--- config.mk ---
export PLATFORM = sky130hd
export DESIGN_NAME = game_board
export DESIGN_NICKNAME = d
export VERILOG_FILES = /design/src/board_pkg.sv /design/src/joy_bus_if.sv /design/src/joy_4way_filter.sv /design/src/joy_input_stage.sv /design/src/board_control.sv /design/src/joy_output_stage.sv /design/src/game_board.sv
export SDC_FILE = /design/constraint.sdc
export NUM_CORES = 1
export LEC_CHECK = 0
export BUFFER_PORTS_ARGS = -buffer_cell sky130_fd_sc_hd__buf_2
export CAP_MARGIN = 5
export CORE_MARGIN = 2
export CORE_UTILIZATION = 39
export CTS_BUF_LIST = sky130_fd_sc_hd__clkbuf_8 sky130_fd_sc_hd__clkbuf_16
export DETAILED_ROUTE_END_ITERATION = 6
export HOLD_SLACK_MARGIN = 0.08
export PLACE_DENSITY_LB_ADDON = 0.15
export SLEW_MARGIN = 5
export SYNTH_ARGS = -nofsm -noshare
export SYNTH_HDL_FRONTEND = slang
export SYNTH_SLANG_ARGS = --single-unit
--- constraint.sdc ---
create_clock -name clk_sys -period 4.03 [get_ports clk_sys]
set_input_delay 0.806 -clock clk_sys [delete_from_list [all_inputs] [get_ports clk_sys]]
set_output_delay 0.806 -clock clk_sys [all_outputs]
set_load 0.1 [all_outputs]
--- src/board_pkg.sv ---
// Board input definitions
package board_pkg;

    localparam int NUM_PLAYERS = 4;    // joystick ports on the board
    localparam int JOY_W       = 16;   // board joystick word
    localparam int GAME_JOY_W  = 10;   // what the game core sees
    localparam int DIR_W       = 4;    // right, left, down, up

    // bit 0 right, 1 left, 2 down, 3 up, buttons from bit 4
    typedef logic [JOY_W-1:0]       joy_word_t;
    typedef logic [GAME_JOY_W-1:0]  game_joy_t;
    typedef logic [DIR_W-1:0]       dir_t;
    typedef logic [NUM_PLAYERS-1:0] player_mask_t;   // player 1 in bit 0

    // start, coin and pause sit right after the game buttons
    function automatic int start_bit(input int buttons);
        return 4 + buttons;
    endfunction

    function automatic int coin_bit(input int buttons);
        return 5 + buttons;
    endfunction

    function automatic int pause_bit(input int buttons);
        return 6 + buttons;
    endfunction

endpackage

--- src/joy_bus_if.sv ---
// Registered joystick bus
`timescale 1ns/1ns

interface joy_bus_if import board_pkg::*; ();

    // one word per player, valid every cycle
    joy_word_t joy [NUM_PLAYERS];

    modport src (
        output joy
    );

    modport dst (
        input joy
    );

endinterface

--- src/joy_4way_filter.sv ---
// Four-way direction filter
`timescale 1ns/1ns

module joy_4way_filter import board_pkg::*; (
    input  logic clk_sys,
    input  logic rst,
    input  logic enable,
    input  dir_t dir_in,
    output dir_t dir_out
);

    logic single_dir;

    // true for zero or one direction pressed
    assign single_dir = (dir_in & (dir_in - dir_t'(1))) == '0;

    always_ff @(posedge clk_sys) begin
        if (rst) begin
            dir_out <= '0;
        end else if (!enable || single_dir) begin
            dir_out <= dir_in;
        end
        // diagonal with filter on keeps the last direction
    end

endmodule

--- src/joy_input_stage.sv ---
// Joystick input stage
`timescale 1ns/1ns

module joy_input_stage import board_pkg::*; (
    input  logic      clk_sys,
    input  logic      rst,
    input  logic      en_4way,
    input  joy_word_t board_joy [NUM_PLAYERS],
    joy_bus_if.src    bus
);

    localparam int HI_W = JOY_W - DIR_W;   // buttons, coin, start, pause...

    logic [HI_W-1:0] hi_q  [NUM_PLAYERS];
    dir_t            dir_q [NUM_PLAYERS];

    for (genvar i = 0; i < NUM_PLAYERS; i++) begin : g_player

        // filter output doubles as the direction register
        joy_4way_filter u_filter (
            .clk_sys ( clk_sys                  ),
            .rst     ( rst                      ),
            .enable  ( en_4way                  ),
            .dir_in  ( board_joy[i][DIR_W-1:0]  ),
            .dir_out ( dir_q[i]                 )
        );

        always_ff @(posedge clk_sys) begin
            if (rst) begin
                hi_q[i] <= '0;
            end else begin
                hi_q[i] <= board_joy[i][JOY_W-1:DIR_W];
            end
        end

        // both halves are one cycle behind the board
        assign bus.joy[i] = {hi_q[i], dir_q[i]};

    end

endmodule

--- src/board_control.sv ---
// Pause and game reset control
`timescale 1ns/1ns

module board_control import board_pkg::*; #(
    parameter int BUTTONS         = 2,
    parameter int GAME_RST_CYCLES = 32
) (
    input  logic   clk_sys,
    input  logic   rst,
    input  logic   rst_req,
    input  logic   downloading,
    input  logic   key_reset,
    input  logic   key_pause,
    input  logic   osd_pause,
    joy_bus_if.dst bus,
    output logic   game_pause,
    output logic   game_rst
);

    localparam int PAUSE_B = pause_bit(BUTTONS);
    localparam int CNT_W   = $clog2(GAME_RST_CYCLES + 1);

    logic             joy_pause;
    logic             last_joy_pause;
    logic             last_key_pause;
    logic             last_osd_pause;
    logic             last_key_reset;
    logic             pause_rise;
    logic             soft_rst;
    logic             rst_cause;
    logic [CNT_W-1:0] rst_cnt;

    // only players 1 and 2 carry a pause button
    assign joy_pause = bus.joy[0][PAUSE_B] | bus.joy[1][PAUSE_B];

    assign pause_rise = (joy_pause && !last_joy_pause)
                      || (key_pause && !last_key_pause)
                      || (osd_pause && !last_osd_pause);

    always_ff @(posedge clk_sys) begin
        if (rst) begin
            last_joy_pause <= 1'b0;
            last_key_pause <= 1'b0;
            last_osd_pause <= 1'b0;
            last_key_reset <= 1'b0;
            soft_rst       <= 1'b0;
            game_pause     <= 1'b0;
        end else begin
            last_joy_pause <= joy_pause;
            last_key_pause <= key_pause;
            last_osd_pause <= osd_pause;
            last_key_reset <= key_reset;
            soft_rst       <= key_reset && !last_key_reset;   // one pulse per press
            if (downloading) begin
                game_pause <= 1'b0;
            end else if (pause_rise) begin
                game_pause <= ~game_pause;
            end
        end
    end

    assign rst_cause = rst | rst_req | downloading | soft_rst;

    // reset stretcher, restarts on every cause
    always_ff @(posedge clk_sys) begin
        if (rst_cause) begin
            rst_cnt  <= '0;
            game_rst <= 1'b1;
        end else if (rst_cnt != CNT_W'(GAME_RST_CYCLES)) begin
            rst_cnt  <= rst_cnt + CNT_W'(1);
            game_rst <= 1'b1;
        end else begin
            game_rst <= 1'b0;
        end
    end

endmodule

--- src/joy_output_stage.sv ---
// Game joystick output stage
`timescale 1ns/1ns

module joy_output_stage import board_pkg::*; #(
    parameter int BUTTONS    = 2,
    parameter int ACTIVE_LOW = 1
) (
    input  logic         clk_sys,
    input  logic         rst,
    input  logic         rot_control,
    joy_bus_if.dst       bus,
    output game_joy_t    game_joy [NUM_PLAYERS],
    output player_mask_t game_coin,
    output player_mask_t game_start
);

    localparam int           START_B  = start_bit(BUTTONS);
    localparam int           COIN_B   = coin_bit(BUTTONS);
    localparam game_joy_t    JOY_INV  = (ACTIVE_LOW != 0) ? '1 : '0;
    localparam player_mask_t MASK_INV = (ACTIVE_LOW != 0) ? '1 : '0;

    // vertical games swap the axes
    function automatic game_joy_t rotate_joy(input game_joy_t j, input logic rot);
        game_joy_t r;
        r = rot ? {j[GAME_JOY_W-1:4], j[0], j[1], j[3], j[2]} : j;
        return r;
    endfunction

    player_mask_t coin_raw;
    player_mask_t start_raw;

    always_comb begin
        for (int i = 0; i < NUM_PLAYERS; i++) begin
            coin_raw[i]  = bus.joy[i][COIN_B];
            start_raw[i] = bus.joy[i][START_B];
        end
    end

    always_ff @(posedge clk_sys) begin
        if (rst) begin
            for (int i = 0; i < NUM_PLAYERS; i++) begin
                game_joy[i] <= JOY_INV;   // idle level seen by the game
            end
            game_coin  <= MASK_INV;
            game_start <= MASK_INV;
        end else begin
            for (int i = 0; i < NUM_PLAYERS; i++) begin
                game_joy[i] <= JOY_INV
                    ^ rotate_joy(bus.joy[i][GAME_JOY_W-1:0], rot_control);
            end
            game_coin  <= MASK_INV ^ coin_raw;
            game_start <= MASK_INV ^ start_raw;
        end
    end

endmodule

--- src/game_board.sv ---
// Board input and reset top level
`timescale 1ns/1ns

module game_board import board_pkg::*; #(
    parameter int BUTTONS         = 2,
    parameter int ACTIVE_LOW      = 1,
    parameter int GAME_RST_CYCLES = 32
) (
    input  logic         clk_sys,
    input  logic         rst,
    input  logic         rst_req,
    input  logic         downloading,
    input  logic         en_4way,
    input  logic         rot_control,
    input  logic         osd_pause,
    input  logic         key_reset,
    input  logic         key_pause,
    input  joy_word_t    board_joystick1,
    input  joy_word_t    board_joystick2,
    input  joy_word_t    board_joystick3,
    input  joy_word_t    board_joystick4,
    output game_joy_t    game_joystick1,
    output game_joy_t    game_joystick2,
    output game_joy_t    game_joystick3,
    output game_joy_t    game_joystick4,
    output player_mask_t game_coin,
    output player_mask_t game_start,
    output logic         game_pause,
    output logic         game_rst
);

    joy_word_t board_joy [NUM_PLAYERS];
    game_joy_t game_joy  [NUM_PLAYERS];

    assign board_joy[0] = board_joystick1;
    assign board_joy[1] = board_joystick2;
    assign board_joy[2] = board_joystick3;
    assign board_joy[3] = board_joystick4;

    assign game_joystick1 = game_joy[0];
    assign game_joystick2 = game_joy[1];
    assign game_joystick3 = game_joy[2];
    assign game_joystick4 = game_joy[3];

    joy_bus_if u_joy_bus ();

    joy_input_stage u_input (
        .clk_sys   ( clk_sys   ),
        .rst       ( rst       ),
        .en_4way   ( en_4way   ),
        .board_joy ( board_joy ),
        .bus       ( u_joy_bus )
    );

    board_control #(
        .BUTTONS         ( BUTTONS         ),
        .GAME_RST_CYCLES ( GAME_RST_CYCLES )
    ) u_control (
        .clk_sys     ( clk_sys     ),
        .rst         ( rst         ),
        .rst_req     ( rst_req     ),
        .downloading ( downloading ),
        .key_reset   ( key_reset   ),
        .key_pause   ( key_pause   ),
        .osd_pause   ( osd_pause   ),
        .bus         ( u_joy_bus   ),
        .game_pause  ( game_pause  ),
        .game_rst    ( game_rst    )
    );

    joy_output_stage #(
        .BUTTONS    ( BUTTONS    ),
        .ACTIVE_LOW ( ACTIVE_LOW )
    ) u_output (
        .clk_sys     ( clk_sys     ),
        .rst         ( rst         ),
        .rot_control ( rot_control ),
        .bus         ( u_joy_bus   ),
        .game_joy    ( game_joy    ),
        .game_coin   ( game_coin   ),
        .game_start  ( game_start  )
    );

endmodule

* Word level (Yosys, flattened, before mapping)
Memory sizes are Yosys's and may differ from the RTL's. Index checks and enable logic that the tools add are counted.
Cells by class: reduce and logical (&&, ||, !) cells 20, equal/unequal tests 1, add/sub/neg operators 5, multiplexer cells 12, bitwise logic cells 19
Operators by type and width (number):
- 12-bit 2-to-1 mux | 4
- 10-bit inverter | 4
- 4-bit AND | 4
- 4-bit logical NOT | 4
- 4-bit 2-to-1 mux | 4
- 4-bit by 1-bit subtractor with 4-bit output (second input constant) | 4
- 4-bit inverter | 2
- 1-bit OR | 8
- 6-bit by 1-bit adder with 6-bit output (second input constant) | 1
- 1-bit logical OR | 6
- 6-bit inequality test (second input constant) | 1
- 1-bit logical NOT | 5
- 1-bit logical AND | 4
- 1-bit 2-to-1 mux | 4
- 2-bit OR reduction | 1
- 1-bit inverter | 1
Word-level totals: output and inout bits 50, flip-flop bits (word level) 77, bits in writable memories 48, word-level logic and storage cells 76, bits of input ports 73, memories 1
Memories:
- u_input.hi_q | depth 4, width 12, rd ports 4, clocked after memory_dff 0, wr ports 4, line joy_input_stage.sv:14 | logic [HI_W-1:0] hi_q [NUM_PLAYERS];

* Longest topological paths before layout
Gate-level depths: netlist (run 1).
depth in word-level cells 4, gate-level depth with buffers 5, mapped depth without buffers 5

* Cells and area by module
A second synthesis (run 1) with hierarchy kept.
Unflattened totals: cell total of the unflattened synthesis 367, area, all modules 4045.1 µm²
Modules (own cells, without submodules):
- joy_output_stage | instances 1, seq. area each 800.8 µm², cells an instance 110, area each 1317.5 µm²
- joy_input_stage | instances 1, seq. area each 960.9 µm², cells an instance 101, area each 1305.0 µm²
- joy_4way_filter | instances 4, seq. area each 80.1 µm², cells an instance 25, area each 221.5 µm²
- board_control | instances 1, seq. area each 260.2 µm², cells an instance 56, area each 536.8 µm²

* Worst setup path before layout (run 1)
No wires, ideal clock.
path kind register to output, start reg u_output.game_joy[37] (netlist name), end out game_joystick1[7], stages on the path, launching flop included 2, arrival 1356 ps, buffers on the path 1, slack 1868 ps, required time 3224 ps, cells stage by stage dfxtp_1 buf_4
RTL lines:
- start: declaration | line joy_output_stage.sv:12 | output game_joy_t game_joy [NUM_PLAYERS],
- start signal: indexed assignment | line joy_output_stage.sv:48 | game_joy[i] <= JOY_INV
- end: declaration | line game_board.sv:22 | output game_joy_t game_joystick1,
No word-level cell between the ends.

* Worst setup path in the final report (run 1)
start in rst, end reg u_input.g_player[3].u_filter.dir_out[0]
RTL lines:
- start: declaration | line game_board.sv:10 | input logic rst,
- end signal: assignment | line joy_4way_filter.sv:21 | dir_out <= dir_in;
- end: declaration | line joy_4way_filter.sv:9 | output dir_t dir_out
No word-level cell between the ends.

==> impl_metrics.env, run 1 <==
export IMPL_rsz0062_at_grt="false"
export IMPL_tritoncts_buffers=9
export IMPL_synth_ff_latch_count=93
export IMPL_postSynthNetCount=379
export IMPL_slew_at_the_pin_closest_to_its_max_slew_limit_ns=1.000
export IMPL_syn_cell_area_sq_um=3191
export IMPL_post_synth_cell_area_avg_sq_um=10.50
export IMPL_finalCriticalPeriod_ns=2.138
export IMPL_hold_viol=0
export IMPL_gr_usage_all_layers_pct=13.70
export IMPL_initial_standard_cell_utilization_of_the_core_pct=40.87
export IMPL_place_inst=482
export IMPL_placed_cell_area_sq_um=3680
export IMPL_die_height_um=94.45
export IMPL_power_share_switching_pct=28.76
export IMPL_die_x_um=94.45
export IMPL_cts_htree_levels=3
export IMPL_timing_critical_path_max_delay_family="buffers and inverters"
export IMPL_postSynthCellCount=304
export IMPL_io_pins=123
export IMPL_pwr_share_clk_pct=34.5
export IMPL_clock_tree_root_cell="sky130_fd_sc_hd__clkbuf_8"
export IMPL_drc=0
export IMPL_count_of_flip_flops_with_a_built_in_enable_after_synthesis=0
export IMPL_avgRoutedWirePerCell_um=11.75
export IMPL_cts_hold_buffers_added=0
export IMPL_timing_final_setup_violations=0
export IMPL_dpl_hpwl_mm=4.025
export IMPL_placeableCoreArea_sq_um=7807
export IMPL_antennaDiodeCount=0
export IMPL_critPathSlowestCell="sky130_fd_sc_hd__inv_2"
export IMPL_skew_ns=0.008719
export IMPL_async_flop_share_pct=0
export IMPL_n_fill_cell=772
export IMPL_post_route_cell_area_sq_um=3897
export IMPL_combPwrFrac_pct=15.4
export IMPL_crit_type="in -> reg"
export IMPL_ys_seq_area_share_pct=58.35
export IMPL_critPathLaunchType="input port"
export IMPL_ys_flop_type="sky130_fd_sc_hd__dfxtp_1"
export IMPL_detailedRoute_firstPassIterationCount=4
export IMPL_leakage_nw=1.610
export IMPL_total_wirelength_mm=5.838
export IMPL_timing_setup_tns_ns=0
export IMPL_power_spent_charging_and_discharging_nets_w=0.0005623
export IMPL_run_status="finished, final reports clean"
export IMPL_synth_warnings=0
export IMPL_drt_initial_drc_count=23
export IMPL_cts_path_max_buffers=2
export IMPL_fp_dieArea_sq_um=8921
export IMPL_clkLatencyLatePin_ns=0.35
export IMPL_layout_area_overhead_vs_synth_pct=22.16
export IMPL_drtAntennaViolNets=0
export IMPL_crit_chain="buf_2 > inv_2 > a31o_2"
export IMPL_pin_count_of_the_biggest_net_entering_global_routing=62
export IMPL_seq_power_share_pct=50.1
export IMPL_multi_input_area_sq_um=1185
export IMPL_pwr_density_cell_nw_per_um2=501.7
export IMPL_globalplace_congestion=0.7667
export IMPL_port_buffers=98
export IMPL_min_period_over_period_pct=53.05
export IMPL_seqCellArea_sq_um=1862
export IMPL_first_global_vias=2134
export IMPL_grt_overflow=0
export IMPL_timing_max_cap_violations=0
export IMPL_slew_limit_headroom_pct=33.32
export IMPL_vias=2281
export IMPL_holdCritPathClass="reg -> reg"
export IMPL_num_nets_final=466
export IMPL_number_of_antenna_violations_at_the_first_check_in_global_routing=0
export IMPL_rows=32
export IMPL_timing_critical_path_to_type="flop"
export IMPL_p_int_w=0.001393
export IMPL_crit_arrival_ns=2.39
export IMPL_global_route_wire_length_before_repair_mm=9.473
export IMPL_cts_clk_slew_worst_paths_ns=0.09
export IMPL_number_of_distinct_library_cell_variants_in_the_gate_level_netlist_after_synthesis=34
export IMPL_cts_tree="yes"
export IMPL_cts_num_sinks=93
export IMPL_postCtsResizedCells=0
export IMPL_postCtsSetupBuffers=0
export IMPL_fmax_ghz=0.4677
export IMPL_slew_violations=0
export IMPL_max_stage_delay_ns=0.58
export IMPL_critical_path_peak_fanout=61
export IMPL_drive_gt1_share_pct=34.43
export IMPL_cp_buffers_inverters=2
export IMPL_viasPerCell=4.590
export IMPL_final_standard_cell_count_with_taps_included_and_fillers_excluded=497
export IMPL_worst_ir_drop_vdd_v=0.0002031
export IMPL_critPathRequiredTime_ns=4.28
[cell type report]
| type | count | share of cell area [%] |
|---|---|---|
| clock buffers | 9 | 3.178 |
| clock inverters | 6 | 2.408 |
| inverters | 4 | 0.3852 |
| multi-input cells | 185 | 30.40 |
| flip-flops and latches | 93 | 47.77 |
| well taps | 102 | 3.274 |
| repair buffers | 98 | 12.58 |
[Yosys cell counts (3+ instances only)]
master                     instances  area [sq um]
sky130_fd_sc_hd__a21oi_1           7         35.03
sky130_fd_sc_hd__a31o_2            3         26.28
sky130_fd_sc_hd__buf_4             8         60.06
sky130_fd_sc_hd__clkbuf_1         11         41.29
sky130_fd_sc_hd__dfxtp_1          93          1862
sky130_fd_sc_hd__inv_1             3         11.26
sky130_fd_sc_hd__maj3_1            7         70.07
sky130_fd_sc_hd__mux2_2           16         180.2
sky130_fd_sc_hd__mux2i_1           9         90.09
sky130_fd_sc_hd__nand2_1          60         225.2
sky130_fd_sc_hd__nand3_1           4         20.02
sky130_fd_sc_hd__nor2_1            6         22.52
sky130_fd_sc_hd__nor2b_1          28         175.2
sky130_fd_sc_hd__nor3_1            6         30.03
sky130_fd_sc_hd__nor3b_1           7         52.55
sky130_fd_sc_hd__nor4_1            5         31.28
sky130_fd_sc_hd__o21a_1            3         22.52
sky130_fd_sc_hd__o21ai_0           3         15.01
sky130_fd_sc_hd__o31a_1            3         26.28
[logic make-up after synthesis]
logic type	count (synthesis)	share of synthesized area, %
adder cells (fa/ha/maj)	9	2.980
multiplexers	25	8.471
flip-flops	93	58.35
XOR/XNOR	3	0.8237
AO/OA/AOI/OAI	23	4.941
buffers and inverters	26	4.510
AND/OR/NAND/NOR	125	19.92
[worst register-to-register path, stage by stage (launching register included)]
cell and delay [ns]:
sky130_fd_sc_hd__dfxtp_1 0.36, sky130_fd_sc_hd__inv_1 0.08, sky130_fd_sc_hd__ha_1 0.17, sky130_fd_sc_hd__or4b_1 0.48
sky130_fd_sc_hd__or3_1 0.32
[flip-flops by register name (all words and copies together), names as in the netlist]
register	count
u_output.game_joy	38
u_input.hi_q	24
u_input.g_player.u_filter.dir_out	16
u_control.rst_cnt	6
u_control.game_pause	1
u_control.game_rst	1
u_control.last_joy_pause	1
u_control.last_key_pause	1
u_control.last_key_reset	1
u_control.last_osd_pause	1
u_control.soft_rst	1
u_output.game_coin	1
u_output.game_start	1
[layout by cell type (no fill, tap or decap), drive strengths merged, types with 7 or more instances in the layout]
| cell type | Yosys | final |
|---|---|---|
| mux2i | 9 | 9 |
| nor2b | 28 | 28 |
| a21oi | 7 | 7 |
| nand2 | 60 | 60 |
| nor3b | 8 | 8 |
| dfxtp | 93 | 93 |
| mux2 | 16 | 16 |
| clkbuf | 11 | 9 |
| maj3 | 7 | 7 |
| buf | 11 | 98 |
| inv | 3 | 7 |
[metal layers]
metal  up-vias  GRT usage (%)  routed length, um
met3         6          5.347                454
li1       1173              -                  -
met2        76          22.74               2659
met1      1026          16.36               2652
met5         -              0                  0
met4         0          4.348                 72
[worst paths after layout]
path	startpoint	endpoint	slack, ns	depth (start not counted)
setup / recovery	rst	u_input.g_player[3].u_filter.dir_out[0]$_SDFFE_PP0P_	1.89	3
hold / removal	u_input.hi_q[1][1]$_SDFF_PP0_	u_output.game_joy[25]$_SDFF_PP1_	0.37	1
setup reg to reg	u_control.rst_cnt[0]$_SDFFE_PP0P_	u_control.game_rst$_SDFF_PP1_	2.51	4
hold reg to reg	u_input.hi_q[1][1]$_SDFF_PP0_	u_output.game_joy[25]$_SDFF_PP1_	0.37	1
[power by group through the flow]
stage                     sequential, W  clock [W]  combinational (W)
after floorplan                 0.00113          0           0.000113
after global placement          0.00100          0           0.000301
after detailed placement        0.00100          0           0.000304
after CTS                      0.000981   0.000705           0.000305
after global routing           0.000986   0.000737           0.000322
final                          0.000980   0.000674           0.000301
[metrics by stage]
| stage | setup slack (ns) | util, % | total power (W) | hold slack, ns |
|---|---|---|---|---|
| global route | 1.735 | 49.92 | 0.002044 | 0.3785 |
| floorplan | 1.868 | - | 0.001244 | 0.3434 |
| CTS | 1.835 | 49.92 | 0.001990 | 0.3711 |
| finish | 1.892 | 49.92 | 0.001955 | 0.3672 |
| global placement | 1.447 | 47.13 | 0.001303 | 0.3448 |
| detailed placement | 1.446 | 47.13 | 0.001306 | 0.3488 |
No activity file was read; power rests on OpenSTA's default activity.
==> inputs of run 2 (changes only) <==
ABC_AREA = 1   (was not set)
clock period = 1.75 ns   (was 4.03 ns; I/O delays follow)
==> impl_metrics.env, run 2 <==
export IMPL_run_status="finished, final reports clean"
export IMPL_timing_setup_tns_ns=0
export IMPL_timing_critical_path_to_type="output port"
export IMPL_slew_limit_headroom_pct=66.80
export IMPL_most_common_library_cell_in_the_layout_ignoring_fill_and_taps="sky130_fd_sc_hd__buf_2"
export IMPL_synth_warnings=0
export IMPL_postCtsResizedCells=0
export IMPL_initial_standard_cell_utilization_of_the_core_pct=40.45
export IMPL_multi_input_area_sq_um=933.4
export IMPL_synth_compound_area_share_pct=5.655
export IMPL_placeableCoreArea_sq_um=7767
export IMPL_ys_flop_type="sky130_fd_sc_hd__dfxtp_1"
export IMPL_post_synth_top_area_fraction_pct=59.26
export IMPL_post_route_cell_area_sq_um=3856
export IMPL_drc=0
export IMPL_tritoncts_buffers=9
export IMPL_cts_clk_slew_worst_paths_ns=0.10
export IMPL_cts_tree="yes"
export IMPL_critical_path_peak_fanout=2
export IMPL_gr_usage_all_layers_pct=13.18
export IMPL_seqCellArea_sq_um=1862
export IMPL_critPathLaunchType="flop"
export IMPL_synth_top_family_by_area="simple AND/OR/NAND/NOR gates"
export IMPL_rows=32
export IMPL_global_route_wire_length_before_repair_mm=8.983
export IMPL_vias=2432
export IMPL_pre_cts_ws_ns=0.5520
export IMPL_leakage_nw=1.886
export IMPL_total_wirelength_mm=5.705
export IMPL_synth_xor_area_share_pct=0.8363
export IMPL_slew_at_the_pin_closest_to_its_max_slew_limit_ns=0.5015
export IMPL_clock_tree_root_cell="sky130_fd_sc_hd__clkbuf_8"
export IMPL_synth_top_cells_by_count="93 x sky130_fd_sc_hd__dfxtp_1, 78 x sky130_fd_sc_hd__nand2_1, 71 x sky130_fd_sc_hd__nor2_1"
export IMPL_syn_cell_area_sq_um=3142
export IMPL_cp_buffers_inverters=1
export IMPL_timing_final_setup_violations=0
export IMPL_synth_area_top_cells="sky130_fd_sc_hd__dfxtp_1 59%, sky130_fd_sc_hd__nand2_1 9.3%, sky130_fd_sc_hd__nor2_1 8.5%"
export IMPL_detailedRoute_firstPassIterationCount=4
export IMPL_dpl_hpwl_mm=4.036
export IMPL_avgRoutedWirePerCell_um=9.853
export IMPL_largest_register_ff_count=38
export IMPL_synthSimpleGateAreaFrac_pct=22.42
export IMPL_fp_dieArea_sq_um=8790
export IMPL_min_period_over_period_pct=83.87
export IMPL_critPathSlowestCell="sky130_fd_sc_hd__buf_2"
export IMPL_timing_max_cap_violations=0
export IMPL_max_stage_delay_ns=0.43
export IMPL_die_x_um=93.76
export IMPL_largest_registers="u_output.game_joy: 38 flops, u_input.hi_q: 24 flops, u_input.g_player.u_filter.dir_out: 16 flops"
export IMPL_timing_critical_path_max_delay_family="buffers and inverters"
export IMPL_placed_cell_area_sq_um=3667
export IMPL_crit_chain="buf_2"
export IMPL_most_common_layout_cells="98 x sky130_fd_sc_hd__buf_2, 93 x sky130_fd_sc_hd__dfxtp_1, 78 x sky130_fd_sc_hd__nand2_1"
export IMPL_count_of_flip_flops_with_a_built_in_enable_after_synthesis=0
export IMPL_num_nets_final=547
export IMPL_post_synth_cell_area_avg_sq_um=8.246
export IMPL_worst_ir_drop_vdd_v=0.0005277
export IMPL_drt_initial_drc_count=52
export IMPL_skew_ns=0.008410
export IMPL_cts_num_sinks=93
export IMPL_die_height_um=93.76
export IMPL_crit_type="reg -> out"
export IMPL_holdCritPathClass="in -> reg"
export IMPL_cell_with_the_most_instances_after_synthesis="sky130_fd_sc_hd__dfxtp_1"
export IMPL_grt_overflow=0
export IMPL_postSynthNetCount=456
export IMPL_synth_mux_area_fraction_pct=0
export IMPL_synth_top_area_cell="sky130_fd_sc_hd__dfxtp_1"
export IMPL_hold_viol=0
export IMPL_ys_seq_area_share_pct=59.26
export IMPL_globalplace_congestion=0.7709
export IMPL_cts_path_max_buffers=2
export IMPL_postSynthCellCount=381
export IMPL_cts_htree_levels=3
export IMPL_first_global_vias=2112
export IMPL_largest_register_by_flop_count="u_output.game_joy"
export IMPL_pin_count_of_the_biggest_net_entering_global_routing=49
export IMPL_fin_ws_ns=0.2824
export IMPL_fmax_ghz=0.6814
export IMPL_antennaDiodeCount=0
export IMPL_finalCriticalPeriod_ns=1.468
export IMPL_number_of_antenna_violations_at_the_first_check_in_global_routing=0
export IMPL_number_of_distinct_library_cell_variants_in_the_gate_level_netlist_after_synthesis=21
export IMPL_crit_arrival_ns=1.12
export IMPL_synth_ff_latch_count=93
export IMPL_clkLatencyLatePin_ns=0.35
export IMPL_io_pins=123
export IMPL_postCtsSetupBuffers=0
export IMPL_drive_gt1_share_pct=26.42
export IMPL_synthAdderAreaFrac_pct=0.7965
export IMPL_layout_area_overhead_vs_synth_pct=22.74
export IMPL_port_buffers=98
export IMPL_pwr_density_cell_nw_per_um2=1133
export IMPL_async_flop_share_pct=0
export IMPL_rsz0062_at_grt="false"
export IMPL_drtAntennaViolNets=0
export IMPL_n_fill_cell=796
export IMPL_critPathRequiredTime_ns=1.40
export IMPL_viasPerCell=4.200
export IMPL_slew_violations=0
export IMPL_cts_hold_buffers_added=0
==> run 2: changes by cell type in the layout (fill, tap and decap cells not counted), moves of 9 or more <==
cell | previous run | this run
sky130_fd_sc_hd__nor2_1 | 6 | 71
sky130_fd_sc_hd__inv_1 | 3 | 55
sky130_fd_sc_hd__nor2b_1 | 28 | 0
sky130_fd_sc_hd__nand2_1 | 60 | 78
sky130_fd_sc_hd__mux2_2 | 16 | 0
sky130_fd_sc_hd__a21oi_1 | 7 | 17
sky130_fd_sc_hd__mux2i_1 | 9 | 0
sky130_fd_sc_hd__o21ai_0 | 3 | 12
==> run 2: through the flow <==
step | hold WS [ns] | utilization, % | total power [W] | cells
after floorplan | 0.3514 | - | 0.002929 | 381
after global placement | 0.3523 | 47.21 | 0.003070 | 563
after detailed placement | 0.3546 | 47.21 | 0.003079 | 563
after CTS | 0.1647 | 49.65 | 0.004433 | 579
after global routing | 0.1732 | 49.65 | 0.004571 | 579
final | 0.1875 | 49.65 | 0.004367 | 579
==> run 2: layout make-up <==
cell class	count	share of cell area (%)
repair buffers	100	13.76
well taps	102	3.310
flip-flops and latches	93	48.28
inverters	57	5.548
clock inverters	6	1.330
clock buffers	10	3.569
multi-input cells	211	24.21
==> run 2: path summary, 6_finish.rpt <==
check	start	to	slack, ns	depth (start not counted)
setup / recovery	u_output.game_coin[2]$_SDFF_PP1_	game_coin[2]	0.28	1
hold / removal	board_joystick2[4]	u_input.hi_q[1][0]$_SDFF_PP0_	0.19	3
hold reg to reg	u_input.hi_q[2][1]$_SDFF_PP0_	u_output.game_joy[15]$_SDFF_PP1_	0.37	1
setup reg to reg	u_control.rst_cnt[0]$_SDFFE_PP0P_	u_control.rst_cnt[0]$_SDFFE_PP0P_	0.67	6
==> run 2: power breakdown <==
part | internal (W) | switching, W | total [W] | leakage [nW]
clock | 0.000578 | 0.000767 | 0.00135 | 0.0943
sequential | 0.00223 | 0.0000395 | 0.00227 | 0.770
combinational | 0.000156 | 0.000597 | 0.000753 | 1.02
==> run 2: cell families after synthesis <==
family	after synthesis
AND/OR/NAND/NOR	171
flip-flops	93
buffers and inverters	77
AO/OA/AOI/OAI	35
XOR/XNOR	3
adder cells (fa/ha/maj)	2
==> run 2: per-layer routing <==
metal  vias up  global-route usage [%]  share of wire [%]
met1      1051                   15.18                 44
li1       1319                       -                  -
met3        10                   3.852                5.7
met4         0                   6.643                1.6
met2        52                   22.20                 48
met5         -                       0                  0
